===== config.mk =====
export PLATFORM = sky130hd
export DESIGN_NAME = fir_axi_top
export DESIGN_NICKNAME = d
export VERILOG_FILES = /design/src/logic/fir_pkg.sv /design/src/logic/coef_wr_if.sv /design/src/logic/axil_regs.sv /design/src/logic/delay_line.sv /design/src/logic/fir_axi_top.sv /design/src/logic/fir_engine.sv /design/src/logic/fir_tap.sv
export SDC_FILE = /design/constraint.sdc
export NUM_CORES = 2
export LEC_CHECK = 0
export BUFFER_PORTS_ARGS = -buffer_cell sky130_fd_sc_hd__clkbuf_2
export CAP_MARGIN = 20
export CORE_MARGIN = 1.5
export CORE_UTILIZATION = 60
export DETAILED_ROUTE_END_ITERATION = 16
export PLACE_DENSITY = 0.75
export REMOVE_ABC_BUFFERS = 1
export SLEW_MARGIN = 10
export SYNTH_ARGS = -nofsm -noshare
export SYNTH_HDL_FRONTEND = slang
export SYNTH_SLANG_ARGS = --single-unit

===== constraint.sdc =====
create_clock -name S_AXI_ACLK -period 18.75 [get_ports S_AXI_ACLK]
set_input_delay 1.875 -clock S_AXI_ACLK [delete_from_list [all_inputs] [get_ports S_AXI_ACLK]]
set_output_delay 1.875 -clock S_AXI_ACLK [all_outputs]
set_load 0.1 [all_outputs]

===== src/logic/fir_pkg.sv =====
package fir_pkg;
	// bus geometry
	localparam int axi_data_width = 32;
	localparam int axi_addr_width = 16;
	localparam int addr_lsb = 2;
	// word address split into tap field and phase field
	localparam int bank_addr_width = 7;
	localparam int tap_field_width = 7;
	// datapath widths
	localparam int sample_width = 14;
	localparam int coef_width = 18;
	localparam int coef_mag = 17;
	localparam int acc_width = 32;
	typedef logic signed [sample_width-1:0] sample_t;
	typedef logic signed [coef_width-1:0] coef_t;
	typedef logic signed [acc_width-1:0] acc_t;
	typedef logic [axi_data_width-1:0] word_t;
	typedef logic [axi_addr_width-addr_lsb-1:0] waddr_t;
	// tap field value that selects tap 0
	localparam int coef_base = 1;
	// register word indices
	localparam waddr_t reg_name = 0;
	localparam waddr_t reg_version = 1;
	localparam waddr_t reg_coefs_nr = 4;
	localparam waddr_t reg_tm = 8;
	localparam waddr_t reg_dsp_nr = 9;
	localparam waddr_t reg_coef_mag = 12;
	localparam waddr_t reg_coef_base = 16;
	localparam waddr_t reg_switches = 20;
	// switch bit for filter enable
	localparam int sw_fir_en = 1;
	// ascii id words, byte order reversed so a byte dump reads forward
	localparam word_t prog_name = " RIF";
	localparam word_t prog_version = " 0.1";
endpackage


===== src/logic/coef_wr_if.sv =====
`timescale 1ns/1ps

interface coef_wr_if import fir_pkg::*; ();
	// one cycle write strobe
	logic wr_en;
	// tap number, already offset by coef_base
	logic [tap_field_width-1:0] tap_sel;
	// entry within the tap's bank
	logic [bank_addr_width-1:0] phase;
	coef_t coef;

	modport source (
		output wr_en, tap_sel, phase, coef
	);
	modport sink (
		input wr_en, tap_sel, phase, coef
	);
endinterface


===== src/logic/axil_regs.sv =====
`timescale 1ns/1ps

module axil_regs import fir_pkg::*; #(
	parameter int tm = 8,
	parameter int dsp_nr = 4
) (
	input logic S_AXI_ACLK,
	input logic S_AXI_ARESETN,
	input logic [axi_addr_width-1:0] S_AXI_AWADDR,
	input logic S_AXI_AWVALID,
	output logic S_AXI_AWREADY,
	input word_t S_AXI_WDATA,
	input logic [3:0] S_AXI_WSTRB,
	input logic S_AXI_WVALID,
	output logic S_AXI_WREADY,
	output logic [1:0] S_AXI_BRESP,
	output logic S_AXI_BVALID,
	input logic S_AXI_BREADY,
	input logic [axi_addr_width-1:0] S_AXI_ARADDR,
	input logic S_AXI_ARVALID,
	output logic S_AXI_ARREADY,
	output word_t S_AXI_RDATA,
	output logic [1:0] S_AXI_RRESP,
	output logic S_AXI_RVALID,
	input logic S_AXI_RREADY,
	output word_t switches,
	coef_wr_if.source coef_wr
);
	waddr_t awaddr_q;
	waddr_t araddr_q;
	logic aw_en;
	logic reg_wren;
	logic reg_rden;
	logic [tap_field_width-1:0] tap_field;
	word_t reg_data_out;

	// every response is OKAY
	assign S_AXI_BRESP = 2'b00;
	assign S_AXI_RRESP = 2'b00;

	// accept address and data together, only while idle
	always_ff @(posedge S_AXI_ACLK) begin
		if (!S_AXI_ARESETN) begin
			S_AXI_AWREADY <= 1'b0;
			S_AXI_WREADY <= 1'b0;
			aw_en <= 1'b1;
		end else if (!S_AXI_AWREADY && S_AXI_AWVALID && S_AXI_WVALID && aw_en) begin
			S_AXI_AWREADY <= 1'b1;
			S_AXI_WREADY <= 1'b1;
			aw_en <= 1'b0;
		end else begin
			S_AXI_AWREADY <= 1'b0;
			S_AXI_WREADY <= 1'b0;
			// idle again once the response is taken
			if (S_AXI_BREADY && S_AXI_BVALID)
				aw_en <= 1'b1;
		end
	end

	// word address held through the handshake cycle
	always_ff @(posedge S_AXI_ACLK) begin
		if (!S_AXI_AWREADY && S_AXI_AWVALID && S_AXI_WVALID && aw_en)
			awaddr_q <= S_AXI_AWADDR[axi_addr_width-1:addr_lsb];
	end

	assign reg_wren = S_AXI_AWREADY && S_AXI_WREADY && S_AXI_AWVALID && S_AXI_WVALID;
	// upper field picks the tap, lower field the bank entry
	assign tap_field = awaddr_q[bank_addr_width +: tap_field_width];

	// write response, held until bready
	always_ff @(posedge S_AXI_ACLK) begin
		if (!S_AXI_ARESETN)
			S_AXI_BVALID <= 1'b0;
		else if (reg_wren && !S_AXI_BVALID)
			S_AXI_BVALID <= 1'b1;
		else if (S_AXI_BREADY && S_AXI_BVALID)
			S_AXI_BVALID <= 1'b0;
	end

	// write decode: coefficient strobe or switches
	always_ff @(posedge S_AXI_ACLK) begin
		if (!S_AXI_ARESETN) begin
			switches <= '0;
			coef_wr.wr_en <= 1'b0;
		end else begin
			coef_wr.wr_en <= 1'b0;
			if (reg_wren) begin
				if (tap_field >= tap_field_width'(coef_base))
					coef_wr.wr_en <= 1'b1;
				else if (awaddr_q == reg_switches)
					switches <= S_AXI_WDATA;
			end
		end
	end

	// coefficient payload, goes out with the strobe
	always_ff @(posedge S_AXI_ACLK) begin
		if (reg_wren) begin
			coef_wr.tap_sel <= tap_field - tap_field_width'(coef_base);
			coef_wr.phase <= awaddr_q[bank_addr_width-1:0];
			// sign from bit 31, magnitude bits from the bottom
			coef_wr.coef <= {S_AXI_WDATA[axi_data_width-1], S_AXI_WDATA[coef_width-2:0]};
		end
	end

	// read address, one cycle arready pulse
	always_ff @(posedge S_AXI_ACLK) begin
		if (!S_AXI_ARESETN) begin
			S_AXI_ARREADY <= 1'b0;
		end else if (!S_AXI_ARREADY && S_AXI_ARVALID) begin
			S_AXI_ARREADY <= 1'b1;
			araddr_q <= S_AXI_ARADDR[axi_addr_width-1:addr_lsb];
		end else begin
			S_AXI_ARREADY <= 1'b0;
		end
	end

	assign reg_rden = S_AXI_ARREADY && S_AXI_ARVALID && !S_AXI_RVALID;

	always_ff @(posedge S_AXI_ACLK) begin
		if (!S_AXI_ARESETN)
			S_AXI_RVALID <= 1'b0;
		else if (reg_rden)
			S_AXI_RVALID <= 1'b1;
		else if (S_AXI_RVALID && S_AXI_RREADY)
			S_AXI_RVALID <= 1'b0;
	end

	// read map, unmapped words give zero
	always_comb begin
		case (araddr_q)
			reg_name: reg_data_out = prog_name;
			reg_version: reg_data_out = prog_version;
			reg_coefs_nr: reg_data_out = word_t'(tm * dsp_nr);
			reg_tm: reg_data_out = word_t'(tm);
			reg_dsp_nr: reg_data_out = word_t'(dsp_nr);
			reg_coef_mag: reg_data_out = word_t'(coef_mag);
			reg_coef_base: reg_data_out = word_t'(coef_base);
			reg_switches: reg_data_out = switches;
			default: reg_data_out = '0;
		endcase
	end

	always_ff @(posedge S_AXI_ACLK) begin
		if (reg_rden)
			S_AXI_RDATA <= reg_data_out;
	end
endmodule


===== src/logic/delay_line.sv =====
`timescale 1ns/1ps

module delay_line #(
	parameter int depth = 1,
	parameter type payload_t = logic [7:0]
) (
	input logic S_AXI_ACLK,
	input payload_t din,
	output payload_t dout
);
	payload_t stage [depth];

	// plain shift chain, first stage takes din
	always_ff @(posedge S_AXI_ACLK) begin
		stage[0] <= din;
		for (int i = 1; i < depth; i++)
			stage[i] <= stage[i-1];
	end

	// oldest stage out
	assign dout = stage[depth-1];
endmodule


===== src/logic/fir_axi_top.sv =====
`timescale 1ns/1ps

module fir_axi_top import fir_pkg::*; #(
	parameter int tm = 8,
	parameter int dsp_nr = 4
) (
	input logic S_AXI_ACLK,
	input logic S_AXI_ARESETN,
	input logic [axi_addr_width-1:0] S_AXI_AWADDR,
	input logic S_AXI_AWVALID,
	output logic S_AXI_AWREADY,
	input word_t S_AXI_WDATA,
	input logic [3:0] S_AXI_WSTRB,
	input logic S_AXI_WVALID,
	output logic S_AXI_WREADY,
	output logic [1:0] S_AXI_BRESP,
	output logic S_AXI_BVALID,
	input logic S_AXI_BREADY,
	input logic [axi_addr_width-1:0] S_AXI_ARADDR,
	input logic S_AXI_ARVALID,
	output logic S_AXI_ARREADY,
	output word_t S_AXI_RDATA,
	output logic [1:0] S_AXI_RRESP,
	output logic S_AXI_RVALID,
	input logic S_AXI_RREADY,
	input sample_t fir_in,
	output sample_t fir_out,
	output logic [7:0] leds
);
	word_t switches;

	// coefficient path from register block to taps
	coef_wr_if coef_wr ();

	axil_regs #(.tm(tm), .dsp_nr(dsp_nr)) u_regs (
		.S_AXI_ACLK(S_AXI_ACLK),
		.S_AXI_ARESETN(S_AXI_ARESETN),
		.S_AXI_AWADDR(S_AXI_AWADDR),
		.S_AXI_AWVALID(S_AXI_AWVALID),
		.S_AXI_AWREADY(S_AXI_AWREADY),
		.S_AXI_WDATA(S_AXI_WDATA),
		.S_AXI_WSTRB(S_AXI_WSTRB),
		.S_AXI_WVALID(S_AXI_WVALID),
		.S_AXI_WREADY(S_AXI_WREADY),
		.S_AXI_BRESP(S_AXI_BRESP),
		.S_AXI_BVALID(S_AXI_BVALID),
		.S_AXI_BREADY(S_AXI_BREADY),
		.S_AXI_ARADDR(S_AXI_ARADDR),
		.S_AXI_ARVALID(S_AXI_ARVALID),
		.S_AXI_ARREADY(S_AXI_ARREADY),
		.S_AXI_RDATA(S_AXI_RDATA),
		.S_AXI_RRESP(S_AXI_RRESP),
		.S_AXI_RVALID(S_AXI_RVALID),
		.S_AXI_RREADY(S_AXI_RREADY),
		.switches(switches),
		.coef_wr(coef_wr.source)
	);

	// low switch byte shown on the leds
	assign leds = switches[7:0];

	fir_engine #(.tm(tm), .dsp_nr(dsp_nr)) u_engine (
		.S_AXI_ACLK(S_AXI_ACLK),
		.S_AXI_ARESETN(S_AXI_ARESETN),
		.fir_en(switches[sw_fir_en]),
		.fir_in(fir_in),
		.fir_out(fir_out),
		.coef_wr(coef_wr.sink)
	);
endmodule


===== src/logic/fir_engine.sv =====
`timescale 1ns/1ps

module fir_engine import fir_pkg::*; #(
	parameter int tm = 8,
	parameter int dsp_nr = 4
) (
	input logic S_AXI_ACLK,
	input logic S_AXI_ARESETN,
	input logic fir_en,
	input sample_t fir_in,
	output sample_t fir_out,
	coef_wr_if.sink coef_wr
);
	localparam int phase_width = $clog2(tm);

	logic [phase_width-1:0] phase;
	logic period_end;
	sample_t x_reg;
	sample_t x_chain [dsp_nr+1];
	acc_t sum_chain [dsp_nr+1];
	sample_t filt_q;

	// phase counter, one sample period is tm cycles
	always_ff @(posedge S_AXI_ACLK) begin
		if (!S_AXI_ARESETN)
			phase <= '0;
		else if (period_end)
			phase <= '0;
		else
			phase <= phase + 1'b1;
	end

	assign period_end = (phase == phase_width'(tm - 1));

	// input sample register, reloads at phase 0 and holds otherwise
	delay_line #(.depth(1), .payload_t(sample_t)) u_in (
		.S_AXI_ACLK(S_AXI_ACLK),
		.din((phase == '0) ? fir_in : x_reg),
		.dout(x_reg)
	);

	assign x_chain[0] = x_reg;
	// chain starts from zero
	assign sum_chain[0] = '0;

	// tap k covers coefficients k*tm up to k*tm+tm-1
	for (genvar k = 0; k < dsp_nr; k++) begin : g_tap
		fir_tap #(.tm(tm), .index(k)) u_tap (
			.S_AXI_ACLK(S_AXI_ACLK),
			.phase(phase),
			.period_end(period_end),
			.x_in(x_chain[k]),
			.x_out(x_chain[k+1]),
			.sum_in(sum_chain[k]),
			.sum_out(sum_chain[k+1]),
			.coef_wr(coef_wr)
		);
	end

	// last stage holds the full sum during phase dsp_nr
	// drop the coefficient fraction, keep sample width
	always_ff @(posedge S_AXI_ACLK) begin
		if (phase == phase_width'(dsp_nr))
			filt_q <= sum_chain[dsp_nr][coef_mag+sample_width-1:coef_mag];
	end

	// bypass while the filter is off
	assign fir_out = fir_en ? filt_q : fir_in;
endmodule


===== src/logic/fir_tap.sv =====
`timescale 1ns/1ps

module fir_tap import fir_pkg::*; #(
	parameter int tm = 8,
	parameter int index = 0
) (
	input logic S_AXI_ACLK,
	input logic [$clog2(tm)-1:0] phase,
	input logic period_end,
	input sample_t x_in,
	output sample_t x_out,
	input acc_t sum_in,
	output acc_t sum_out,
	coef_wr_if.sink coef_wr
);
	localparam int phase_width = $clog2(tm);

	coef_t bank [tm];
	sample_t hist [tm];
	acc_t prod;
	acc_t acc;
	acc_t acc_next;
	acc_t total;

	// bank write, only for this tap and an entry in range
	always_ff @(posedge S_AXI_ACLK) begin
		if (coef_wr.wr_en && coef_wr.tap_sel == tap_field_width'(index)
				&& coef_wr.phase < bank_addr_width'(tm))
			bank[coef_wr.phase[phase_width-1:0]] <= coef_wr.coef;
	end

	// history moves one sample per period, oldest goes on to the next tap
	always_ff @(posedge S_AXI_ACLK) begin
		if (period_end) begin
			hist[0] <= x_in;
			for (int i = 1; i < tm; i++)
				hist[i] <= hist[i-1];
		end
	end
	assign x_out = hist[tm-1];

	// one product per cycle, restart at phase 0
	assign prod = hist[phase] * bank[phase];
	assign acc_next = ((phase == '0) ? acc_t'(0) : acc) + prod;

	always_ff @(posedge S_AXI_ACLK) begin
		acc <= acc_next;
	end

	// period total held for a full period so the chain can pick it up at phase index
	delay_line #(.depth(1), .payload_t(acc_t)) u_total (
		.S_AXI_ACLK(S_AXI_ACLK),
		.din(period_end ? acc_next : total),
		.dout(total)
	);

	// systolic sum stage
	always_ff @(posedge S_AXI_ACLK) begin
		sum_out <= sum_in + total;
	end
endmodule


==> flow_summary.yaml <==
min_path:
  holdCritPathClass: "reg -> reg"
placed_design:
  io_buffer_count: 139
  dp.cells: 9660
  dpl_cell_area_um2: 101000
  dp_hpwl_mm: 169
  place.gp.congestion: 0.965
floorplan:
  ios: 152
  dieArea_um2: 165000
  dieWidth_um: 406
  rows: 147
  start_util_pct: 60.5
  core_um2: 161000
  fp.dieH_um: 406
cells_and_area:
  mostFrequentLayoutCells: "inv_1, edfxtp_1, fa_1, nand2_1, nor2_1"
  final_nets: 9289
  nFillCells: 11400
  drive_gt1_share_pct: 12.2
  mostFrequentLayoutCell: "inv_1"
  area_delta_synth_final_pct: 9.27
  final_area_um2: 106000
  final_cells: 9950
run:
  cap_violations: 0
synthesis:
  synth_async_sr_flop_share_pct: 0
  ys_seq_area_share_pct: 44.7
  ys_seq_elements: 1540
  synthCells: 7435
  syn_area_per_cell_um2: 13.1
  syn_area_um2: 97300
  synth_edf_count: 1268
  yosysWarnings: 0
  synth-main-ff-cell: "edfxtp_1"
  synth.distinct_cells: 80
global_route:
  globalRoute.busiestLayer: "met2"
  met1_usage_pct: 39.8
  grt_pass1_wl_mm: 363
  met3_usage_pct: 5.53
  grt-ovfl-total: 0
  antenna_found_initial: 7
  grt_max_degree: 195
  grt_pass1_vias: 61600
  grt_util_all_layers_pct: 29.7
  grtUsageMet2_pct: 47.9
worst_setup_path:
  arrival_ns: 11.23
  critPathLaunchType: "flop"
  critPathMaxFanout: 41
  path_class: "reg -> reg"
  cp-end-kind: "flop"
  cp_data_required_time_ns: 19.26
clocking:
  cts_resized: 0
  clkLatencyLatePin_ns: 0.81
  clkSlewWorstSetupHoldPaths_ns: 0.07
  post_cts_buffers: 0
  cts_hold_buf: 0
  numCtsBuffers: 152
  cts-root-buf: "clkbuf_16"
  cts_buffer_depth: 3
  htree_num_levels: 4
  cts_tree: "done"
  cts_sinks: 1540
timing:
  hold_violations: 0
  rsz0062_at_grt: "no"
  maxClockFrequency_mhz: 93.2
  setup_viol: 0
  slew_headroom_pct: 19.7
  period_minus_slack_ns: 10.73
  tns_ns: 0
  timing.final.crit_share_pct: 57.2
  worstMarginPinSlew_ns: 1.17
  maxSlewViolCount: 0
  skew_ns: 0.0481
routing:
  via_per_inst: 5.83
  drtIter0Drc: 5237
  drc_errors: 0
  antenna_left: 0
  wirelength_mm: 236
  drt-pass1-iter-count: 6
  num_vias: 58000
  wl_per_cell_um: 23.7
outcome:
  outcome: "finished, final reports clean"
-- worst max-delay path, cell delays in order, from the launching register on --
cell and delay, ns:
dfxtp_4 0.81, buf_4 0.78, buf_4 0.74, buf_4 0.79, mux4_2 0.61, mux2i_1 0.86
nor2_1 0.23, fa_1 0.56, inv_1 0.05, fa_1 0.53, inv_1 0.06, fa_1 0.48
fa_1 0.51, fa_1 0.49, inv_1 0.05, fa_1 0.47, inv_1 0.04, ha_1 0.31
o21ai_0 0.09, nand2b_1 0.10, nand3_1 0.16, o31ai_1 0.48, a21oi_1 0.26, nor2b_1 0.17
o21ai_0 0.09, a211oi_1 0.52
-- per-layer routing --
| metal | up-vias | wire length [um] | share of wire (%) |
|---|---|---|---|
| li1 | 24900 | - | - |
| met1 | 30100 | 91900 | 39 |
| met2 | 2476 | 114000 | 48 |
| met3 | 497 | 19300 | 8.2 |
| met4 | 2 | 11500 | 4.8 |
| met5 | - | 13 | 0.0055 |
-- sequential cells by signal, indices dropped and copies added, names as in the netlist, 18 cells and up --
register,cells
u_engine.g_tap.u_tap.acc,124
u_engine.g_tap.u_tap.u_total.stage,124
u_regs.switches,32
u_regs.coef_wr.coef,18
u_engine.g_tap.u_tap.hist,448
u_regs.S_AXI_RDATA,32
u_engine.g_tap.u_tap.bank,576
u_engine.g_tap.u_tap.sum_out,107
-- kinds of logic after synthesis --
family / synth area share (%)
and+or+nand+nor: 7.11
adders and majority gates: 28.3
xor gates and xnor gates: 2.10
muxes: 8.10
buffers and inverters: 6.18
other: 0.00385
DFF: 44.7
AOI/OAI and AO/OA: 3.53
-- Yosys cell counts (all sizes together) (5+ instances only) --
cell	instances	area [um^2]
nor2b	84	526
nand3b	5	37.5
o31a	5	43.8
nor2	509	1910
a21boi	38	285
dfxtp	272	5450
inv	1371	5150
and2	115	719
o21bai	26	195
and4	5	43.8
nor4	10	62.6
buf	79	400
o21a	41	308
fa	1098	22000
and3	18	113
o21ai	88	440
a2111oi	5	70.1
or2	20	125
a21o	74	556
mux4	256	5770
or3	8	55.1
clkbuf	124	465
a21oi	138	702
nand3	26	130
mux2i	87	875
a211oi	15	125
nand2	679	2550
nor3	19	95.1
nand2b	57	357
a31oi	15	100
o31ai	6	45.0
ha	442	5530
edfxtp	1268	38100
mux2	110	1240
a211o	13	114
xnor2	179	1570
xor2	54	473
nand4	9	56.3
nand4b	5	43.8
-- stage by stage --
step / hold WS (ns) / util, % / setup WS [ns]
floorplan: 0.323 / - / -6.47
global placement: 0.326 / 62.8 / 8.08
detailed placement: 0.327 / 62.9 / 7.97
CTS: 0.341 / 66.1 / 7.93
global route: 0.345 / 66.2 / 7.31
finish: 0.338 / 66.2 / 8.02
-- final timing paths --
kind | start | end | slack, ns | depth (start not counted)
setup reg to reg | u_engine.phase[0] | u_engine.g_tap[0].u_tap.u_total.stage[0][24] | 8.02 | 25
setup / recovery | u_engine.phase[0] | u_engine.g_tap[0].u_tap.u_total.stage[0][24] | 8.02 | 25
hold / removal | u_engine.g_tap[0].u_tap.u_total.stage[0][2] | u_engine.g_tap[0].u_tap.sum_out[2] | 0.34 | 0
hold reg to reg | u_engine.g_tap[0].u_tap.u_total.stage[0][2] | u_engine.g_tap[0].u_tap.sum_out[2] | 0.34 | 0
-- area by class of cell --
cell class / instances / area (um^2) / area share, %
diodes: 1 / 2.50 / 0.00235
clock buffers: 208 / 4280 / 4.02
inverters: 1371 / 5150 / 4.84
well taps: 2160 / 2700 / 2.54
clock inverters: 75 / 943 / 0.887
flip-flops and latches: 1540 / 43500 / 40.9
multi-input cells: 4324 / 48000 / 45.1
repair buffers: 271 / 1780 / 1.68
Power is not shown: default switching activity piles up to over one toggle a cycle in this logic, so the estimate is an artifact.
